--- src/hdl/hd44780_timing_pkg.sv ---
/*
 * HD44780 bus timing package
 *  data bus and byte widths for the 4-bit interface
 *  default E pulse timing in clocks, sized for a 6 MHz clock
 */

package hd44780_timing_pkg;

    // ******************************
    // bus widths
    // ******************************
    localparam int NYBBLE_W = 4;          // DB7..DB4 only, 4-bit mode
    localparam int BYTE_W   = 8;          // one LCD command or data byte

    // ******************************
    // short bus delays, in clocks
    // ******************************

    // rs and data valid before E rises (tAS, 40 ns min)
    localparam int DEF_TICKS_TAS   = 1;

    // E high width (PWEH, 230 ns min)
    localparam int DEF_TICKS_PWEH  = 3;

    // E rise to the earliest next E rise (tcycE, 500 ns min)
    // must stay above the E high width
    localparam int DEF_TICKS_TCYCE = 6;

endpackage

--- src/hdl/hd44780_board_pkg.sv ---
/*
 * board package
 *  external LED count, alive blinker and PWM defaults
 *  the byte and register select sent once the button arms the design
 */

package hd44780_board_pkg;

    // ******************************
    // alive LEDs
    // ******************************
    localparam int NUM_EXT_LEDS   = 4;     // active low, pin sinks the cathode
    localparam int DEF_BLINK_BITS = 22;    // blink period of about 0.7 s at 6 MHz

    // RGB lit only when the low PWM bits of the counter are all ones
    // so 3 bits gives a 1/8 duty dim
    localparam int DEF_PWM_BITS   = 3;

    // ******************************
    // test transfer
    // ******************************

    // ascii 'G', two easy nybbles to spot on the analyzer
    localparam logic [hd44780_timing_pkg::BYTE_W-1:0] DEF_TEST_BYTE = 8'h47;

    localparam logic DEF_TEST_RS = 1'b1;   // 1 = data register, 0 = command

endpackage

--- src/hdl/hd44780_nybble_sender.sv ---
/*
 * HD44780 nybble sender
 *  puts rs and one nybble on the LCD bus per strobe
 *  then one E pulse of fixed width, and a cycle hold before busy drops
 */
`timescale 1ns/1ps

module hd44780_nybble_sender #(
    parameter int TICKS_TAS   = hd44780_timing_pkg::DEF_TICKS_TAS,
    parameter int TICKS_PWEH  = hd44780_timing_pkg::DEF_TICKS_PWEH,
    parameter int TICKS_TCYCE = hd44780_timing_pkg::DEF_TICKS_TCYCE
) (
    input  logic                                    clk,
    input  logic                                    i_rst,
    input  logic                                    i_stb,       // one cycle, ignored while busy
    input  logic                                    i_rs,
    input  logic [hd44780_timing_pkg::NYBBLE_W-1:0] i_nybble,
    output logic                                    o_busy,
    output logic                                    o_lcd_rs,    // R/W tied low on the board
    output logic                                    o_lcd_e,
    output logic [hd44780_timing_pkg::NYBBLE_W-1:0] o_lcd_data   // to DB7..DB4
);

    // counter only has to hold the longest reload value
    localparam int MAX_AB    = (TICKS_TAS > TICKS_PWEH) ? TICKS_TAS : TICKS_PWEH;
    localparam int MAX_TICKS = (MAX_AB > TICKS_TCYCE) ? MAX_AB : TICKS_TCYCE;
    localparam int CNT_W     = $clog2(MAX_TICKS + 1);

    localparam logic [1:0] ST_IDLE  = 2'd0;
    localparam logic [1:0] ST_SETUP = 2'd1;   // rs/data on the pins, E low
    localparam logic [1:0] ST_EHIGH = 2'd2;
    localparam logic [1:0] ST_HOLD  = 2'd3;   // E low again, rest of tcycE

    logic [1:0]       state;
    logic [CNT_W-1:0] tick_cnt;               // counts down to zero in every state
    logic             cnt_done;

    assign cnt_done = (tick_cnt == '0);
    assign o_busy   = (state != ST_IDLE);     // rises on the edge that takes the strobe

    // ******************************
    // FSM and pin registers
    // ******************************
    always_ff @(posedge clk) begin
        if (i_rst) begin
            state      <= ST_IDLE;
            tick_cnt   <= '0;
            o_lcd_e    <= 1'b0;
            o_lcd_rs   <= 1'b0;
            o_lcd_data <= '0;
        end else begin
            case (state)
                ST_IDLE: begin
                    if (i_stb) begin
                        o_lcd_rs   <= i_rs;           // held until the next strobe
                        o_lcd_data <= i_nybble;
                        tick_cnt   <= CNT_W'(TICKS_TAS - 1);
                        state      <= ST_SETUP;
                    end
                end
                ST_SETUP: begin
                    if (cnt_done) begin
                        o_lcd_e  <= 1'b1;             // TICKS_TAS after the strobe edge
                        tick_cnt <= CNT_W'(TICKS_PWEH - 1);
                        state    <= ST_EHIGH;
                    end else begin
                        tick_cnt <= tick_cnt - 1'b1;
                    end
                end
                ST_EHIGH: begin
                    if (cnt_done) begin
                        o_lcd_e  <= 1'b0;             // LCD latches on this falling edge
                        tick_cnt <= CNT_W'(TICKS_TCYCE - TICKS_PWEH - 1);
                        state    <= ST_HOLD;
                    end else begin
                        tick_cnt <= tick_cnt - 1'b1;
                    end
                end
                default: begin                        // ST_HOLD
                    if (cnt_done) begin
                        state <= ST_IDLE;             // TICKS_TCYCE after E rose
                    end else begin
                        tick_cnt <= tick_cnt - 1'b1;
                    end
                end
            endcase
        end
    end

    // ******************************
    // checks
    // ******************************
    a_e_inside_busy : assert property (@(posedge clk) disable iff (i_rst)
        o_lcd_e |-> o_busy);

    // exact PWEH on the pin, no stretch and no glitch
    a_e_width : assert property (@(posedge clk) disable iff (i_rst)
        $rose(o_lcd_e) |-> o_lcd_e [*TICKS_PWEH] ##1 !o_lcd_e);

endmodule

--- src/hdl/hd44780_bytesender.sv ---
/*
 * HD44780 byte sender
 *  latches a byte and sends it as two nybble transfers, high first
 *  busy covers both transfers with no gap
 */
`timescale 1ns/1ps

module hd44780_bytesender #(
    parameter int TICKS_TAS   = hd44780_timing_pkg::DEF_TICKS_TAS,
    parameter int TICKS_PWEH  = hd44780_timing_pkg::DEF_TICKS_PWEH,
    parameter int TICKS_TCYCE = hd44780_timing_pkg::DEF_TICKS_TCYCE
) (
    input  logic                                    clk,
    input  logic                                    i_rst,
    input  logic                                    i_stb,      // one cycle pulse
    input  logic                                    i_rs,
    input  logic [hd44780_timing_pkg::BYTE_W-1:0]   i_byte,
    output logic                                    o_busy,
    output logic                                    o_lcd_rs,
    output logic                                    o_lcd_e,
    output logic [hd44780_timing_pkg::NYBBLE_W-1:0] o_lcd_data
);

    localparam int NW = hd44780_timing_pkg::NYBBLE_W;

    localparam logic [2:0] ST_IDLE    = 3'd0;
    localparam logic [2:0] ST_HI_STB  = 3'd1;   // strobe high nybble
    localparam logic [2:0] ST_HI_WAIT = 3'd2;
    localparam logic [2:0] ST_LO_STB  = 3'd3;   // strobe low nybble
    localparam logic [2:0] ST_LO_WAIT = 3'd4;

    logic [2:0]                              state;
    logic [hd44780_timing_pkg::BYTE_W-1:0]   byte_q;    // byte of the accepted strobe
    logic                                    rs_q;
    logic                                    ns_stb;
    logic                                    ns_busy;
    logic [NW-1:0]                           ns_nybble;

    assign o_busy    = (state != ST_IDLE);
    assign ns_stb    = (state == ST_HI_STB) || (state == ST_LO_STB);
    assign ns_nybble = (state == ST_HI_STB) ? byte_q[2*NW-1:NW] : byte_q[NW-1:0];

    always_ff @(posedge clk) begin
        if (i_rst) begin
            state <= ST_IDLE;
        end else begin
            case (state)
                ST_IDLE: begin
                    if (i_stb) begin
                        state <= ST_HI_STB;
                    end
                end
                ST_HI_STB:  state <= ST_HI_WAIT;
                ST_HI_WAIT: begin
                    if (!ns_busy) begin         // high nybble done incl. cycle hold
                        state <= ST_LO_STB;
                    end
                end
                ST_LO_STB:  state <= ST_LO_WAIT;
                ST_LO_WAIT: begin
                    if (!ns_busy) begin
                        state <= ST_IDLE;       // end of byte, busy falls here
                    end
                end
                default:    state <= ST_IDLE;
            endcase
        end
    end

    // latch byte and rs with the accepted strobe only
    always_ff @(posedge clk) begin
        if (i_stb && !o_busy) begin
            byte_q <= i_byte;
            rs_q   <= i_rs;
        end
    end

    hd44780_nybble_sender #(
        .TICKS_TAS   (TICKS_TAS),
        .TICKS_PWEH  (TICKS_PWEH),
        .TICKS_TCYCE (TICKS_TCYCE)
    ) u_nybble_sender (
        .clk        (clk),
        .i_rst      (i_rst),
        .i_stb      (ns_stb),
        .i_rs       (rs_q),
        .i_nybble   (ns_nybble),
        .o_busy     (ns_busy),
        .o_lcd_rs   (o_lcd_rs),
        .o_lcd_e    (o_lcd_e),
        .o_lcd_data (o_lcd_data)
    );

    // high nybble finishing chains straight into the low one with busy held
    a_no_gap : assert property (@(posedge clk) disable iff (i_rst)
        $fell(ns_busy) && (state == ST_HI_WAIT) |=> ns_stb && o_busy);

endmodule

--- src/hdl/lcd_send_sequencer.sv ---
/*
 * LCD send sequencer
 *  button synchronizer and sticky arm latch, analyzer strobe
 *  LCD reset extension, one-shot FSM that sends the test byte
 */
`timescale 1ns/1ps

module lcd_send_sequencer #(
    parameter logic [hd44780_timing_pkg::BYTE_W-1:0] TEST_BYTE =
        hd44780_board_pkg::DEF_TEST_BYTE,
    parameter logic TEST_RS = hd44780_board_pkg::DEF_TEST_RS
) (
    input  logic                                  clk,
    input  logic                                  i_rst,
    input  logic                                  i_button_n,   // async, bouncy, active low
    input  logic                                  i_busy,
    output logic                                  o_armed,
    output logic                                  o_la_strobe,
    output logic                                  o_lcd_rst,
    output logic                                  o_stb,
    output logic                                  o_rs,
    output logic [hd44780_timing_pkg::BYTE_W-1:0] o_byte
);

    localparam logic [1:0] ST_IDLE      = 2'd0;
    localparam logic [1:0] ST_LOAD      = 2'd1;
    localparam logic [1:0] ST_WAIT_BUSY = 2'd2;
    localparam logic [1:0] ST_LOCKUP    = 2'd3;

    logic [1:0] btn_sync;     // [1] is the settled sample
    logic       armed_q;
    logic [1:0] state;
    logic       stb_seen;

    // first low sample arms for good, bounces after that do nothing
    always_ff @(posedge clk) begin
        if (i_rst) begin
            btn_sync <= 2'b11;    // released
            armed_q  <= 1'b0;
        end else begin
            btn_sync <= {btn_sync[0], i_button_n};
            if (!btn_sync[1]) begin
                armed_q <= 1'b1;
            end
        end
    end

    assign o_armed     = armed_q;
    assign o_la_strobe = armed_q;              // analyzer triggers on its rising edge
    assign o_lcd_rst   = i_rst | ~armed_q;     // LCD path held until armed

    assign o_stb  = (state == ST_LOAD);
    assign o_rs   = TEST_RS;
    assign o_byte = TEST_BYTE;

    // ******************************
    // one-shot send
    // ******************************
    always_ff @(posedge clk) begin
        if (o_lcd_rst) begin
            state    <= ST_IDLE;
            stb_seen <= 1'b0;
        end else begin
            if (o_stb) begin
                stb_seen <= 1'b1;
            end
            case (state)
                ST_IDLE:      state <= ST_LOAD;       // one idle cycle after arming
                ST_LOAD:      state <= ST_WAIT_BUSY;  // strobe is high in this state
                ST_WAIT_BUSY: begin
                    if (!i_busy) begin                // busy already up from the strobe edge
                        state <= ST_LOCKUP;
                    end
                end
                default:      state <= ST_LOCKUP;     // stays here until reset
            endcase
        end
    end

    a_one_strobe : assert property (@(posedge clk) disable iff (o_lcd_rst)
        o_stb |-> !stb_seen ##1 !o_stb);

endmodule

--- src/hdl/alive_blinker.sv ---
/*
 * alive blinker
 *  free-running blink counter from reset
 *  PWM-dimmed RGB outputs, external active-low LEDs dark until armed
 */
`timescale 1ns/1ps

module alive_blinker #(
    parameter int BLINK_BITS = hd44780_board_pkg::DEF_BLINK_BITS,   // at least 4
    parameter int PWM_BITS   = hd44780_board_pkg::DEF_PWM_BITS
) (
    input  logic                                        clk,
    input  logic                                        i_rst,
    input  logic                                        i_armed,
    output logic                                        o_led_r,      // active high
    output logic                                        o_led_g,
    output logic                                        o_led_b,
    output logic [hd44780_board_pkg::NUM_EXT_LEDS-1:0] o_ext_led_n   // active low
);

    localparam int T = BLINK_BITS - 1;    // top bit, half the blink period

    logic [BLINK_BITS-1:0] blink_cnt;
    logic                  pwm_on;        // 1 of every 2**PWM_BITS cycles

    assign pwm_on = &blink_cnt[PWM_BITS-1:0];

    always_ff @(posedge clk) begin
        if (i_rst) begin
            blink_cnt <= '0;
        end else begin
            blink_cnt <= blink_cnt + 1'b1;
        end
    end

    // ******************************
    // RGB, one stage behind count
    // ******************************
    always_ff @(posedge clk) begin
        if (i_rst) begin
            o_led_r <= 1'b0;
            o_led_g <= 1'b0;
            o_led_b <= 1'b0;
        end else begin
            o_led_g <= pwm_on & ~blink_cnt[T];       // green and blue alternate
            o_led_b <= pwm_on &  blink_cnt[T];
            o_led_r <= pwm_on & ~blink_cnt[T-1];     // red at twice the rate
        end
    end

    // external LEDs, all off (high) while unarmed
    always_ff @(posedge clk) begin
        if (i_rst || !i_armed) begin
            o_ext_led_n <= '1;
        end else begin
            o_ext_led_n[0] <=  blink_cnt[T-1];
            o_ext_led_n[1] <= ~blink_cnt[T-2];
            o_ext_led_n[2] <=  blink_cnt[T-2];
            o_ext_led_n[3] <= ~blink_cnt[T-3];
        end
    end

endmodule

--- src/hdl/hd44780_top.sv ---
/*
 * HD44780 byte-sender top level
 *  button arms the sequencer, which sends one byte over the 4-bit bus
 *  alive blinker on the RGB and external LEDs
 */
`timescale 1ns/1ps

module hd44780_top #(
    // LCD bus timing in clocks
    parameter int TICKS_TAS   = hd44780_timing_pkg::DEF_TICKS_TAS,
    parameter int TICKS_PWEH  = hd44780_timing_pkg::DEF_TICKS_PWEH,
    parameter int TICKS_TCYCE = hd44780_timing_pkg::DEF_TICKS_TCYCE,
    // blinker
    parameter int BLINK_BITS  = hd44780_board_pkg::DEF_BLINK_BITS,
    parameter int PWM_BITS    = hd44780_board_pkg::DEF_PWM_BITS,
    // what gets sent after the press
    parameter logic [hd44780_timing_pkg::BYTE_W-1:0] TEST_BYTE =
        hd44780_board_pkg::DEF_TEST_BYTE,
    parameter logic TEST_RS = hd44780_board_pkg::DEF_TEST_RS
) (
    input  logic                                        clk,
    input  logic                                        i_rst,
    input  logic                                        i_button_n,   // pulled up, low = pressed
    output logic                                        o_lcd_rs,
    output logic                                        o_lcd_e,
    output logic [hd44780_timing_pkg::NYBBLE_W-1:0]     o_lcd_data,
    output logic                                        o_led_r,
    output logic                                        o_led_g,
    output logic                                        o_led_b,
    output logic [hd44780_board_pkg::NUM_EXT_LEDS-1:0] o_ext_led_n,
    output logic                                        o_la_strobe   // analyzer trigger
);

    logic                                  armed;
    logic                                  lcd_rst;     // i_rst extended until armed
    logic                                  seq_stb;
    logic                                  seq_rs;
    logic [hd44780_timing_pkg::BYTE_W-1:0] seq_byte;
    logic                                  bs_busy;

    // ******************************
    // button and send control
    // ******************************
    lcd_send_sequencer #(
        .TEST_BYTE (TEST_BYTE),
        .TEST_RS   (TEST_RS)
    ) u_sequencer (
        .clk         (clk),
        .i_rst       (i_rst),
        .i_button_n  (i_button_n),
        .i_busy      (bs_busy),
        .o_armed     (armed),
        .o_la_strobe (o_la_strobe),
        .o_lcd_rst   (lcd_rst),
        .o_stb       (seq_stb),
        .o_rs        (seq_rs),
        .o_byte      (seq_byte)
    );

    // LCD side
    hd44780_bytesender #(
        .TICKS_TAS   (TICKS_TAS),
        .TICKS_PWEH  (TICKS_PWEH),
        .TICKS_TCYCE (TICKS_TCYCE)
    ) u_bytesender (
        .clk        (clk),
        .i_rst      (lcd_rst),
        .i_stb      (seq_stb),
        .i_rs       (seq_rs),
        .i_byte     (seq_byte),
        .o_busy     (bs_busy),
        .o_lcd_rs   (o_lcd_rs),
        .o_lcd_e    (o_lcd_e),
        .o_lcd_data (o_lcd_data)
    );

    // runs from reset, not from arming
    alive_blinker #(
        .BLINK_BITS (BLINK_BITS),
        .PWM_BITS   (PWM_BITS)
    ) u_blinker (
        .clk         (clk),
        .i_rst       (i_rst),
        .i_armed     (armed),
        .o_led_r     (o_led_r),
        .o_led_g     (o_led_g),
        .o_led_b     (o_led_b),
        .o_ext_led_n (o_ext_led_n)
    );

endmodule

--- config.mk ---
export PLATFORM = sky130hd
export DESIGN_NAME = hd44780_top
export DESIGN_NICKNAME = d
export VERILOG_FILES = /design/src/hdl/hd44780_timing_pkg.sv /design/src/hdl/hd44780_board_pkg.sv /design/src/hdl/hd44780_nybble_sender.sv /design/src/hdl/hd44780_bytesender.sv /design/src/hdl/lcd_send_sequencer.sv /design/src/hdl/alive_blinker.sv /design/src/hdl/hd44780_top.sv
export SDC_FILE = /design/constraint.sdc
export NUM_CORES = 1
export LEC_CHECK = 0
export ABC_AREA = 1
export CORE_MARGIN = 3
export CORE_UTILIZATION = 35
export CTS_CLUSTER_DIAMETER = 200
export DETAILED_ROUTE_END_ITERATION = 10
export DONT_BUFFER_PORTS = 1
export GPL_TIMING_DRIVEN = 1
export SYNTH_ARGS = -nofsm -noshare
export SYNTH_HDL_FRONTEND = slang
export SYNTH_SLANG_ARGS = --single-unit
--- constraint.sdc ---
create_clock -name clk -period 3.9 [get_ports clk]
set_input_delay 0.195 -clock clk [delete_from_list [all_inputs] [get_ports clk]]
set_output_delay 0.195 -clock clk [all_outputs]
set_load 0.01 [all_outputs]
==> results.txt, run 1 <==
Die X-Extent: 82.97 um
DR vias: 1,618
Root buf cell: clkbuf_8
Mapped cell area: 2073 sq um
Remaining antenna violation count: 0
GR Util met3: 0.03075
R2r setup slk: 2410 ps
Setup WS pre-CTS: 2457 ps
Vias per cell: 4.623
IO Pins: 17
Fin. max-slew vios: 0
CP endpoint kind: flop
Synth top area cells: dfxtp_1 43%, nand2_1 10%, nor2_1 6.5%
Seq/Total Area, Yosys: 0.4345
Insertion delay to the later sink of the worst-skew pair: 290 ps
Met2 Use GR: 0.1902
Clock transition at path regs: 80 ps
Core area: 5608 sq um
Die footprint: 6883 sq um
WL per Instance: 10.50 um
Cell Rows: 27
Detailed Place HPWL: 2721 um
I/O Buffers: 0
GR Overflow Total: 0
Total length of routed wires: 3676 um
Initial DRC count: 41
Cts repair resizes: 0
GR Util All Layers: 0.1150
Met1 Use GR: 0.1382
Setup TNS: 0 ps
Unrepaired setup endpoints after global routing: false
Busiest grt layer: met2
Router iterations before antenna repair: 4
Leak: 0.8613 nW
Leading area contributor after synthesis: dfxtp_1
Post-synth cell types: 33
Setup ws final: 2415 ps
CTS tree: done
Die height: 82.97 um
Final Cycle Share: 0.3808
Worst R2R Start: u_bytesender.u_nybble_sender.state[0]
Pwr dens: 355.5 nW/um^2
Buffer count from post-CTS setup fixing: 0
CP Launch Point: u_bytesender.u_nybble_sender.state[0]
GP Congestion: 0.7841
Global-route wire length before repair: 6513 um
Placed Cells: 340
Htree depth: 2
Initial core utilization: 0.3697
Syn nets: 285
Final Critical Period: 1485 ps
Critical path peak fanout: 7
CTS sink count: 45
Layout Utilization: 0.4009
Required time of the critical path: 4080 ps
Max Clk Rate: 0.6734 GHz
Critical path startpoint category: flop
Cts bufs inserted: 5
Mapped Avg Cell Area: 7.567 sq um
WP data arrival: 1670 ps
ANT cells: 0
Clock Skews: 4.364 ps
Synth warnings: 0
Vias in the first global route: 1,560
CTS Buffer Depth: 2
Hold Buf Count CTS: 2
Status: completed
#FFs+latches synth: 45
Final setup vio count: 0
Largest net degree at the start of global routing: 14
R2R depth: 7
Hold Path Class: in2reg
Initial antenna violation count: 0
Layout area overhead: 8.449%
Cells after Synth: 274
R2R Path End: u_bytesender.u_nybble_sender.state[0]
Post-Layout Cell Count: 350
Peak supply drop: 0.1451 mV
CP Capture Point: u_bytesender.u_nybble_sender.state[0]
Top-area cell type share of the netlist area: 0.4345
Hold Fails Final Rpt: 0
Nets: 288
Share of cells above drive strength 1: 0.1259
Max Cap Viol: 0
Crit path kind: reg2reg
Number of remaining DRC errors: 0
power by group:
| part | leakage [nW] | internal, mW | switching [mW] |
|---|---|---|---|
| logic | 0.443 | 0.00745 | 0.0132 |
| clock network | 0.0542 | 0.160 | 0.151 |
| registers | 0.364 | 0.464 | 0.00352 |
| total | 0.861 | 0.632 | 0.167 |
critical path: stages, from the launching register on:
cell,delay [ps]
dfxtp_1,340
inv_1,110
ha_1,290
nand3_1,170
o21ai_0,110
nand2_1,110
o21ai_0,190
a21oi_1,60
per-layer routing:
layer  up-vias  part of all wire
met5         -                 0
met2        28              0.49
met3         7             0.038
met1       721              0.46
li1        862                 -
met4         0             0.019
cells by family after synthesis:
family          share of synthesized area
other cells                      0.001809
xor+xnor                          0.01268
fa+ha+maj                         0.04828
flops                              0.4345
compound gates                     0.1080
simple gates                       0.3066
buf+inv                           0.08811
through the flow:
step	instance area [sq um]	hold slack, ps	power (mW)
final	2248	34.66	0.7993
after global routing	2248	30.21	0.8331
after CTS	2248	27.74	0.8143
after detailed placement	2127	261.3	0.4966
after global placement	2127	259.5	0.4961
after floorplan	2073	298.8	0.4961
worst min-delay path by stage:
stage | endpoint | cells after the start | from
6_report | u_blinker.o_ext_led_n[3] | 2 | i_rst
3_5_place_dp | u_blinker.blink_cnt[20] | 1 | i_rst
3_3_place_gp | u_blinker.blink_cnt[20] | 1 | i_rst
2_1_floorplan | u_sequencer.btn_sync[0] | 1 | i_button_n
4_1_cts | u_blinker.o_ext_led_n[3] | 2 | i_rst
5_1_grt | u_blinker.o_ext_led_n[2] | 2 | i_rst
Yosys cell counts, drive strengths merged:
cell type	n
xnor2	2
nor3b	2
a31oi	1
nor2	47
a21oi	21
buf	5
conb	1
nand2	62
dfxtp	45
a221oi	1
ha	8
o21bai	1
xor2	1
nand3	13
clkbuf	1
inv	39
o211ai	1
and3	1
nand4	4
o21ai	14
or2	2
o21a	2
cells in the final DEF (no fill, tap or decap):
cell           Yosys  final
a21oi_1           20     20
a21oi_2            1      1
a221oi_1           1      1
a31oi_1            1      1
and3_2             1      1
clkbuf_8           0      7
clkinv_2           0      1
conb_1             1      1
dfxtp_1           45     45
dlygate4sd3_1      0      2
ha_1               8      8
inv_1             35     35
inv_2              4      4
nand2_1           56     56
nand2_2            4      4
nand2_4            2      2
nand3_1           12     12
nand3_2            1      1
nand4_1            4      4
nor2_1            36     36
nor2_2             5      5
nor2_4             5      5
nor2_8             1      1
nor3b_1            1      1
nor3b_2            1      1
o211ai_1           1      1
o21a_1             2      2
o21ai_0           12     12
o21ai_1            2      2
o21bai_1           1      1
or2_2              2      2
xnor2_1            2      2
xor2_1             1      1
flip-flops by register name, summed over array words and instances, names as in the netlist, 2 cells and up:
name and cells:
u_sequencer.state 2, u_blinker.o_ext_led_n 4, u_bytesender.u_nybble_sender.o_lcd_data 2, u_blinker.blink_cnt 22
u_bytesender.u_nybble_sender.state 2, u_sequencer.btn_sync 2, u_bytesender.u_nybble_sender.tick_cnt 3, u_bytesender.state 3
layout make-up:
type	count	area [sq um]
inverters	39	146.4
multi-input cells	184	989.7
flip-flops and latches	45	900.9
fillers	601	3359
clock buffers	7	96.34
repair buffers	2	20.02
well taps	72	90.09
clock inverters	1	5.005
No activity file was read; power rests on OpenSTA's default activity.
==> run 2, diff against run 1 <==
--- a/config.mk
+++ b/config.mk
@@ -5,7 +5,7 @@
 export SDC_FILE = /design/constraint.sdc
 export NUM_CORES = 1
 export LEC_CHECK = 0
-export ABC_AREA = 1
+export ABC_AREA = 0
 export CORE_MARGIN = 3
 export CORE_UTILIZATION = 35
 export CTS_CLUSTER_DIAMETER = 200
==> constraint.sdc (replaced) <==
create_clock -name clk -period 1.5 [get_ports clk]
set_input_delay 0.075 -clock clk [delete_from_list [all_inputs] [get_ports clk]]
set_output_delay 0.075 -clock clk [all_outputs]
set_load 0.01 [all_outputs]
==> run 2 against run 1 <==
The run now ends with hold timing, setup timing left. Clock skew is 3.3 ps higher. Sequential share of layout area down 6.3 points. Final cell count down 2.9%. Core utilization up 13 points. Area after synthesis down 6.9%. First-iteration DRC count rose by 24%. Critical path type unchanged. Critical endpoint is now u_blinker.blink_cnt[21]. Largest power group unchanged.
==> results.txt, run 2 <==
Placed Cells: 313 (-7.9%)
GP Congestion: 0.7235 (-7.7%)
Cells after Synth: 217 (-21%)
Syn nets: 228 (-20%)
Hold Fails Final Rpt: 22 (+22)
Insertion delay to the later sink of the worst-skew pair: 300 ps (about the same)
Vias per cell: 4.744 (+2.6%)
Router iterations before antenna repair: 4 (unchanged)
Post-Layout Cell Count: 340 (-2.9%)
Largest registers: u_blinker.blink_cnt (22), u_blinker.o_ext_led_n (4)
WP data arrival: 1900 ps (+230 ps)
ANT cells: 0 (unchanged)
Peak supply drop: 0.5751 mV (+300%)
Final setup vio count: 10 (+10)
Violated checks: hold timing, setup timing
Cts bufs inserted: 5 (unchanged)
Dpl cell area: 2295 sq um (+7.9%)
Clock transition at path regs: 90 ps (about the same)
Critical path startpoint category: flop
Critical path peak fanout: 5 (-2)
Clock Skews: 7.647 ps (+3.283 ps)
CP Buf/Inv Count: 0 (-1)
Max Cap Viol: 0 (unchanged)
Worst stage delay on the critical path: 540 ps (+200 ps)
Unrepaired setup endpoints after global routing: true
Post-synth cell types: 40 (+21%)
Number of remaining DRC errors: 0 (unchanged)
Max Clk Rate: 0.6037 GHz (-10%)
Top-area cell type share of the netlist area: 0.4669 (+0.03241)
Most used cell, CP: or4_4
Hold wc startpoint: i_rst
CTS Buffer Depth: 2 (unchanged)
Most frequent cells in the layout: 49 x buf_4, 32 x dfxtp_1, 28 x nor2_1
Chain of cells forming the critical path: nand4_1, or4_4, or4_4, a21oi_2
Core area: 5205 sq um (-7.2%)
CP endpoint kind: flop
Max reg flops: 22 (unchanged)
CTS tree: done
WL per Instance: 12.01 um (+14%)
Share of cells above drive strength 1: 0.4185 (+0.2926)
Hold Path Class: in2reg
Mapped Avg Cell Area: 8.891 sq um (+18%)
CP Launch Point: u_blinker.blink_cnt[3]
Detailed Place HPWL: 2676 um (-1.7%)
Status: complete, but fails checks
Worst hold slack: -181.4 ps (-216.1 ps)
Seq/Total Area, Yosys: 0.4669 (+0.03241)
Top_reg_cell synth: dfxtp_1
Most common cell in the netlist: dfxtp_1
Setup TNS: -932.3 ps (-932.3 ps)
Leading area contributor after synthesis: dfxtp_1
Pwr dens: 839.6 nW/um^2 (+140%)
#FFs+latches synth: 45 (unchanged)
Total length of routed wires: 4084 um (+11%)
GR Util All Layers: 0.1356 (+0.02063)
Final Cycle Share: 1.104 (+0.7235)
Global-route wire length before repair: 6789 um (+4.2%)
Final Critical Period: 1656 ps (+171.3 ps)
CTS sink count: 45 (unchanged)
Htree depth: 2 (unchanged)
Mapped cell area: 1929 sq um (-6.9%)
Commonest non-fill, non-tap cell in the layout: buf_4
Ys async rst share: 0 (unchanged)
CP max stage cell: or4_4
Hold Buf Count CTS: 6 (+4)
Number of synthesized flops with an enable pin: 0 (unchanged)
Required time of the critical path: 1740 ps (-2340 ps)
Layout area overhead: 42.80%
Die footprint: 6439 sq um (-6.4%)
Initial DRC count: 51 (+24%)
Leak: 1.023 nW (+19%)
I/O Buffers: 0 (unchanged)
CP delay by family, top: simple AND/OR/NAND/NOR gates
GR Overflow Total: 0 (unchanged)
Synth top area cells: dfxtp_1 47%, nor2_1 5.4%, ha_1 5.2%
Worst R2R Start: u_blinker.blink_cnt[3]
Synth warnings: 0 (unchanged)
Setup ws final: -156.4 ps (-2571 ps)
IO Pins: 17 (unchanged)
Die height: 80.25 um (-3.3%)
Cell Rows: 26 (-3.7%)
Nets: 280 (-2.8%)
Largest net degree at the start of global routing: 30 (+16)
Post-synth top cells: 45 x dfxtp_1, 28 x nor2_1, 17 x a21oi_1, 12 x inv_1, 10 x nand2_1
Crit path kind: reg2reg
Post-Layout Inst Area: 2755 sq um (+23%)
Fin. max-slew vios: 0 (unchanged)
Initial core utilization: 0.3707 (+0.0009720)
Die X-Extent: 80.25 um (-3.3%)
Remaining antenna violation count: 0 (unchanged)
Initial antenna violation count: 0 (unchanged)
Vias in the first global route: 1,490 (-4.5%)
Largest register by flop count: u_blinker.blink_cnt
Root buf cell: clkbuf_8
Fillers: 487 (-19%)
DR vias: 1,613 (-0.31%)
==> run 2: changes by cell type after synthesis, sizes merged, moves of 5 or more <==
cell	delta
nand3	-6
nor2	-19
or3	+8
clkbuf	+5
o21ai	-5
nand2	-51
inv	-27
nand2b	+6
nor2b	+5
==> run 2: stage by stage <==
step                      hold slack (ps)  setup WS (ps)  power [mW]  utilization
final                              -181.4         -156.4       2.313       0.5293
after global routing               -204.3         -214.8       2.409       0.5293
after CTS                          -191.3         -209.2       2.353       0.5029
after detailed placement            144.9         -257.1       1.297       0.4409
after global placement              140.7         -219.3       1.295       0.4409
after floorplan                     178.8         -229.6       1.284            -
==> run 2: power breakdown <==
group / internal (mW) / switching [mW]
Sequential: 1.20 / 0.0121
Clock: 0.603 / 0.429
Combinational: 0.0421 / 0.0251
==> run 2: repair_timing <==
action	in CTS	in global routing
pin swaps	15	13
endpoints found under the hold margin	27	22
gates resized for setup	18	26
setup buffers	9	6
endpoints found under the setup margin	12	16
gates cloned	0	0
==> run 2: worst paths after layout <==
kind | cells past startpoint | slack, ps | to
worst min-delay path | 1 | -180 | u_blinker.blink_cnt[8]
worst max-delay path | 4 | -160 | u_blinker.blink_cnt[21]
worst max register to register | 4 | -160 | u_blinker.blink_cnt[21]
worst min register to register | 1 | 440 | u_blinker.o_ext_led_n[1]
==> run 2: metal layers <==
| layer | global-route usage | vias to the layer above | share of wire |
|---|---|---|---|
| met5 | 0 | - | 0 |
| met4 | 0.05574 | 0 | 0.022 |
| met2 | 0.2127 | 24 | 0.45 |
| met1 | 0.1711 | 741 | 0.50 |
| li1 | - | 842 | - |
| met3 | 0.04260 | 6 | 0.029 |
==> run 2: worst register-to-register path, stage by stage, from the launching register on <==
cell     delay (ps)
dfxtp_4         370
nand4_1         130
or4_4           540
or4_4           430
a21oi_2         120
==> run 2: layout make-up <==
class,count,area [sq um],share of cell area
multi-input cells,150,1127,0.4092
flip-flops and latches,45,929.6,0.3374
repair buffers,55,427.9,0.1553
clock buffers,6,93.84,0.03406
well taps,70,87.58,0.03179
inverters,12,50.05,0.01817
clock inverters,2,38.79,0.01408
==> run 2: kinds of logic after synthesis <==
group,share of synthesized area
multiplexers,0.01556
buffers and inverters,0.04928
flip-flops,0.4669
other,0.001944
AO/OA/AOI/OAI,0.09923
XOR/XNOR,0.04539
adder cells (fa/ha/maj),0.05188
AND/OR/NAND/NOR,0.2698
==> run 3, diff against run 2 <==
--- a/config.mk
+++ b/config.mk
@@ -7,7 +7,7 @@
 export LEC_CHECK = 0
 export ABC_AREA = 0
 export CORE_MARGIN = 3
-export CORE_UTILIZATION = 35
+export CORE_UTILIZATION = 45
 export CTS_CLUSTER_DIAMETER = 200
 export DETAILED_ROUTE_END_ITERATION = 10
 export DONT_BUFFER_PORTS = 1
==> run 3 against run 2 <==
The flow still finishes with violations (hold timing, setup timing). Non-clock buffer count down 11. Final area down 7.6%. Count of clock-buffer cells in the layout down 1. Clock skew down 3.5 ps. Global-route usage up 2.7 points. First-iteration DRC count up 41%. Clock power down 30%. Maximum frequency down 2.6%. Core utilization up 9.8 points. Register-to-register slack worse by 40 ps. Setup slack worse by 44 ps. Critical path type unchanged.
==> results.txt, run 3 (synthesis results as in run 2) <==
Hold wc startpoint: i_rst
GR Overflow Total: 0 (unchanged)
Setup ws final: -200.1 ps (-43.75 ps)
Vias per cell: 5.249 (+11%)
Share of cells above drive strength 1: 0.3591 (-0.05945)
Global-route wire length before repair: 6582 um (-3.0%)
Chain of cells forming the critical path: ha_4, nand4_4, or4_4, or3_1, a21oi_1
Total length of routed wires: 3977 um (-2.6%)
Htree depth: 2 (unchanged)
ANT cells: 0 (unchanged)
Vias in the first global route: 1,498 (+0.54%)
Max Clk Rate: 0.5882 GHz (-2.6%)
Insertion delay to the later sink of the worst-skew pair: 300 ps (about the same)
Setup TNS: -1048 ps (-115.3 ps)
Largest net degree at the start of global routing: 30 (unchanged)
Max Cap Viol: 0 (unchanged)
Most frequent cells in the layout: 37 x buf_4, 31 x dfxtp_1, 28 x nor2_1
Root buf cell: clkbuf_8
Cell Rows: 23 (-12%)
Hold Path Class: in2reg
WP data arrival: 1940 ps (+40 ps)
CP Buf/Inv Count: 0 (unchanged)
Leak: 0.9329 nW (-8.9%)
Critical path startpoint category: flop
CTS sink count: 45 (unchanged)
Initial core utilization: 0.4755 (+0.1048)
Commonest non-fill, non-tap cell in the layout: buf_4
GP Congestion: 0.7933 (+9.6%)
DR vias: 1,622 (+0.56%)
Fillers: 341 (-30%)
R2R Path End: u_blinker.blink_cnt[20]
Fin. max-slew vios: 0 (unchanged)
I/O Buffers: 0 (unchanged)
Final setup vio count: 9 (-1)
Critical path depth: 5 (+1)
Die height: 71.48 um (-11%)
Placed Cells: 290 (-7.3%)
Clock Skews: 4.151 ps (-3.496 ps)
Initial DRC count: 72 (+41%)
Unrepaired setup endpoints after global routing: true
Layout Utilization: 0.6272 (+0.09787)
Pwr dens: 785.7 nW/um^2 (-6.4%)
CP max stage cell: or4_4
Worst stage delay on the critical path: 530 ps (about the same)
CTS tree: done
Cts bufs inserted: 5 (unchanged)
Critical path peak fanout: 7 (+2)
Violated checks: hold timing, setup timing
Clock transition at path regs: 80 ps (about the same)
Peak supply drop: 0.5499 mV (-4.4%)
Final Critical Period: 1700 ps (+43.75 ps)
Number of remaining DRC errors: 0 (unchanged)
Final Cycle Share: 1.133 (+0.02917)
Worst R2R Start: u_blinker.blink_cnt[1]
CP Launch Point: u_blinker.blink_cnt[1]
Max reg flops: 22 (unchanged)
Remaining antenna violation count: 0 (unchanged)
CP endpoint kind: flop
Hold Buf Count CTS: 7 (+1)
Largest registers: u_blinker.blink_cnt (22), u_blinker.o_ext_led_n (4)
R2R depth: 5 (+1)
Required time of the critical path: 1740 ps (about the same)
Post-Layout Cell Count: 309 (-9.1%)
Dpl cell area: 2247 sq um (-2.1%)
WHS Path Cells: 1 (unchanged)
Core area: 4058 sq um (-22%)
Worst hold slack: -166.8 ps (+14.67 ps)
IO Pins: 17 (unchanged)
Hold Path Sink: u_blinker.blink_cnt[2]
Crit path kind: reg2reg
CTS Buffer Depth: 2 (unchanged)
Status: complete, but fails checks
Hold Fails Final Rpt: 21 (-4.5%)
GR Util All Layers: 0.1627 (+0.02708)
Nets: 269 (-3.9%)
Router iterations before antenna repair: 5 (+1)
Largest register by flop count: u_blinker.blink_cnt
CP delay by family, top: simple AND/OR/NAND/NOR gates
Initial antenna violation count: 0 (unchanged)
Layout area overhead: 31.91%
Die footprint: 5109 sq um (-21%)
R2r setup slk: -200 ps (-40 ps)
WL per Instance: 12.87 um (+7.1%)
Detailed Place HPWL: 2811 um (+5.1%)
Die X-Extent: 71.48 um (-11%)
Post-Layout Inst Area: 2545 sq um (-7.6%)
==> run 3: power breakdown <==
part	total [mW]	leakage [nW]	switching (mW)	internal (mW)
sequential	1.21	0.373	0.0128	1.20
combinational	0.0657	0.516	0.0239	0.0417
clock	0.722	0.0439	0.400	0.321
==> run 3: area by class of cell <==
class / instances / area, sq um / area share
inverters: 12 / 50.05 / 0.01967
repair buffers: 44 / 347.8 / 0.1367
clock inverters: 3 / 17.52 / 0.006883
well taps: 50 / 62.56 / 0.02458
clock buffers: 5 / 68.82 / 0.02704
flip-flops and latches: 45 / 935.9 / 0.3677
multi-input cells: 150 / 1062 / 0.4174
==> run 3: how the worst max path moves through the flow <==
| stage | end | slack, ps |
|---|---|---|
| after floorplan | u_blinker.blink_cnt[18] | -230 |
| after global placement | u_blinker.blink_cnt[18] | -200 |
| after detailed placement | u_blinker.blink_cnt[16] | -310 |
| after CTS | u_blinker.blink_cnt[20] | -210 |
| after global routing | u_blinker.blink_cnt[20] | -280 |
| final | u_blinker.blink_cnt[20] | -200 |
==> run 3: repair_timing <==
action / 4_1_cts / 5_1_grt
pin swaps: 6 / 4
endpoints found under the hold margin: 28 / 21
endpoints found under the setup margin: 12 / 15
gates resized for setup: 27 / 7
buffers inserted: 3 / 2
==> run 3: routing by layer <==
metal | vias to the layer above | wire length, um | part of all wire | GRT usage
met5 | - | 0 | 0 | 0
met4 | 0 | 80 | 0.020 | 0.06263
met3 | 8 | 163 | 0.041 | 0.04909
met2 | 30 | 1884 | 0.47 | 0.2673
met1 | 762 | 1849 | 0.46 | 0.1998
li1 | 822 | - | - | -
==> run 3: metrics by stage <==
step / worst slack (ps) / power, mW
finish: -200.1 / 2.000
global route: -276.9 / 2.075
CTS: -213.1 / 2.028
detailed placement: -313.1 / 1.294
global placement: -199.3 / 1.291
floorplan: -229.6 / 1.284
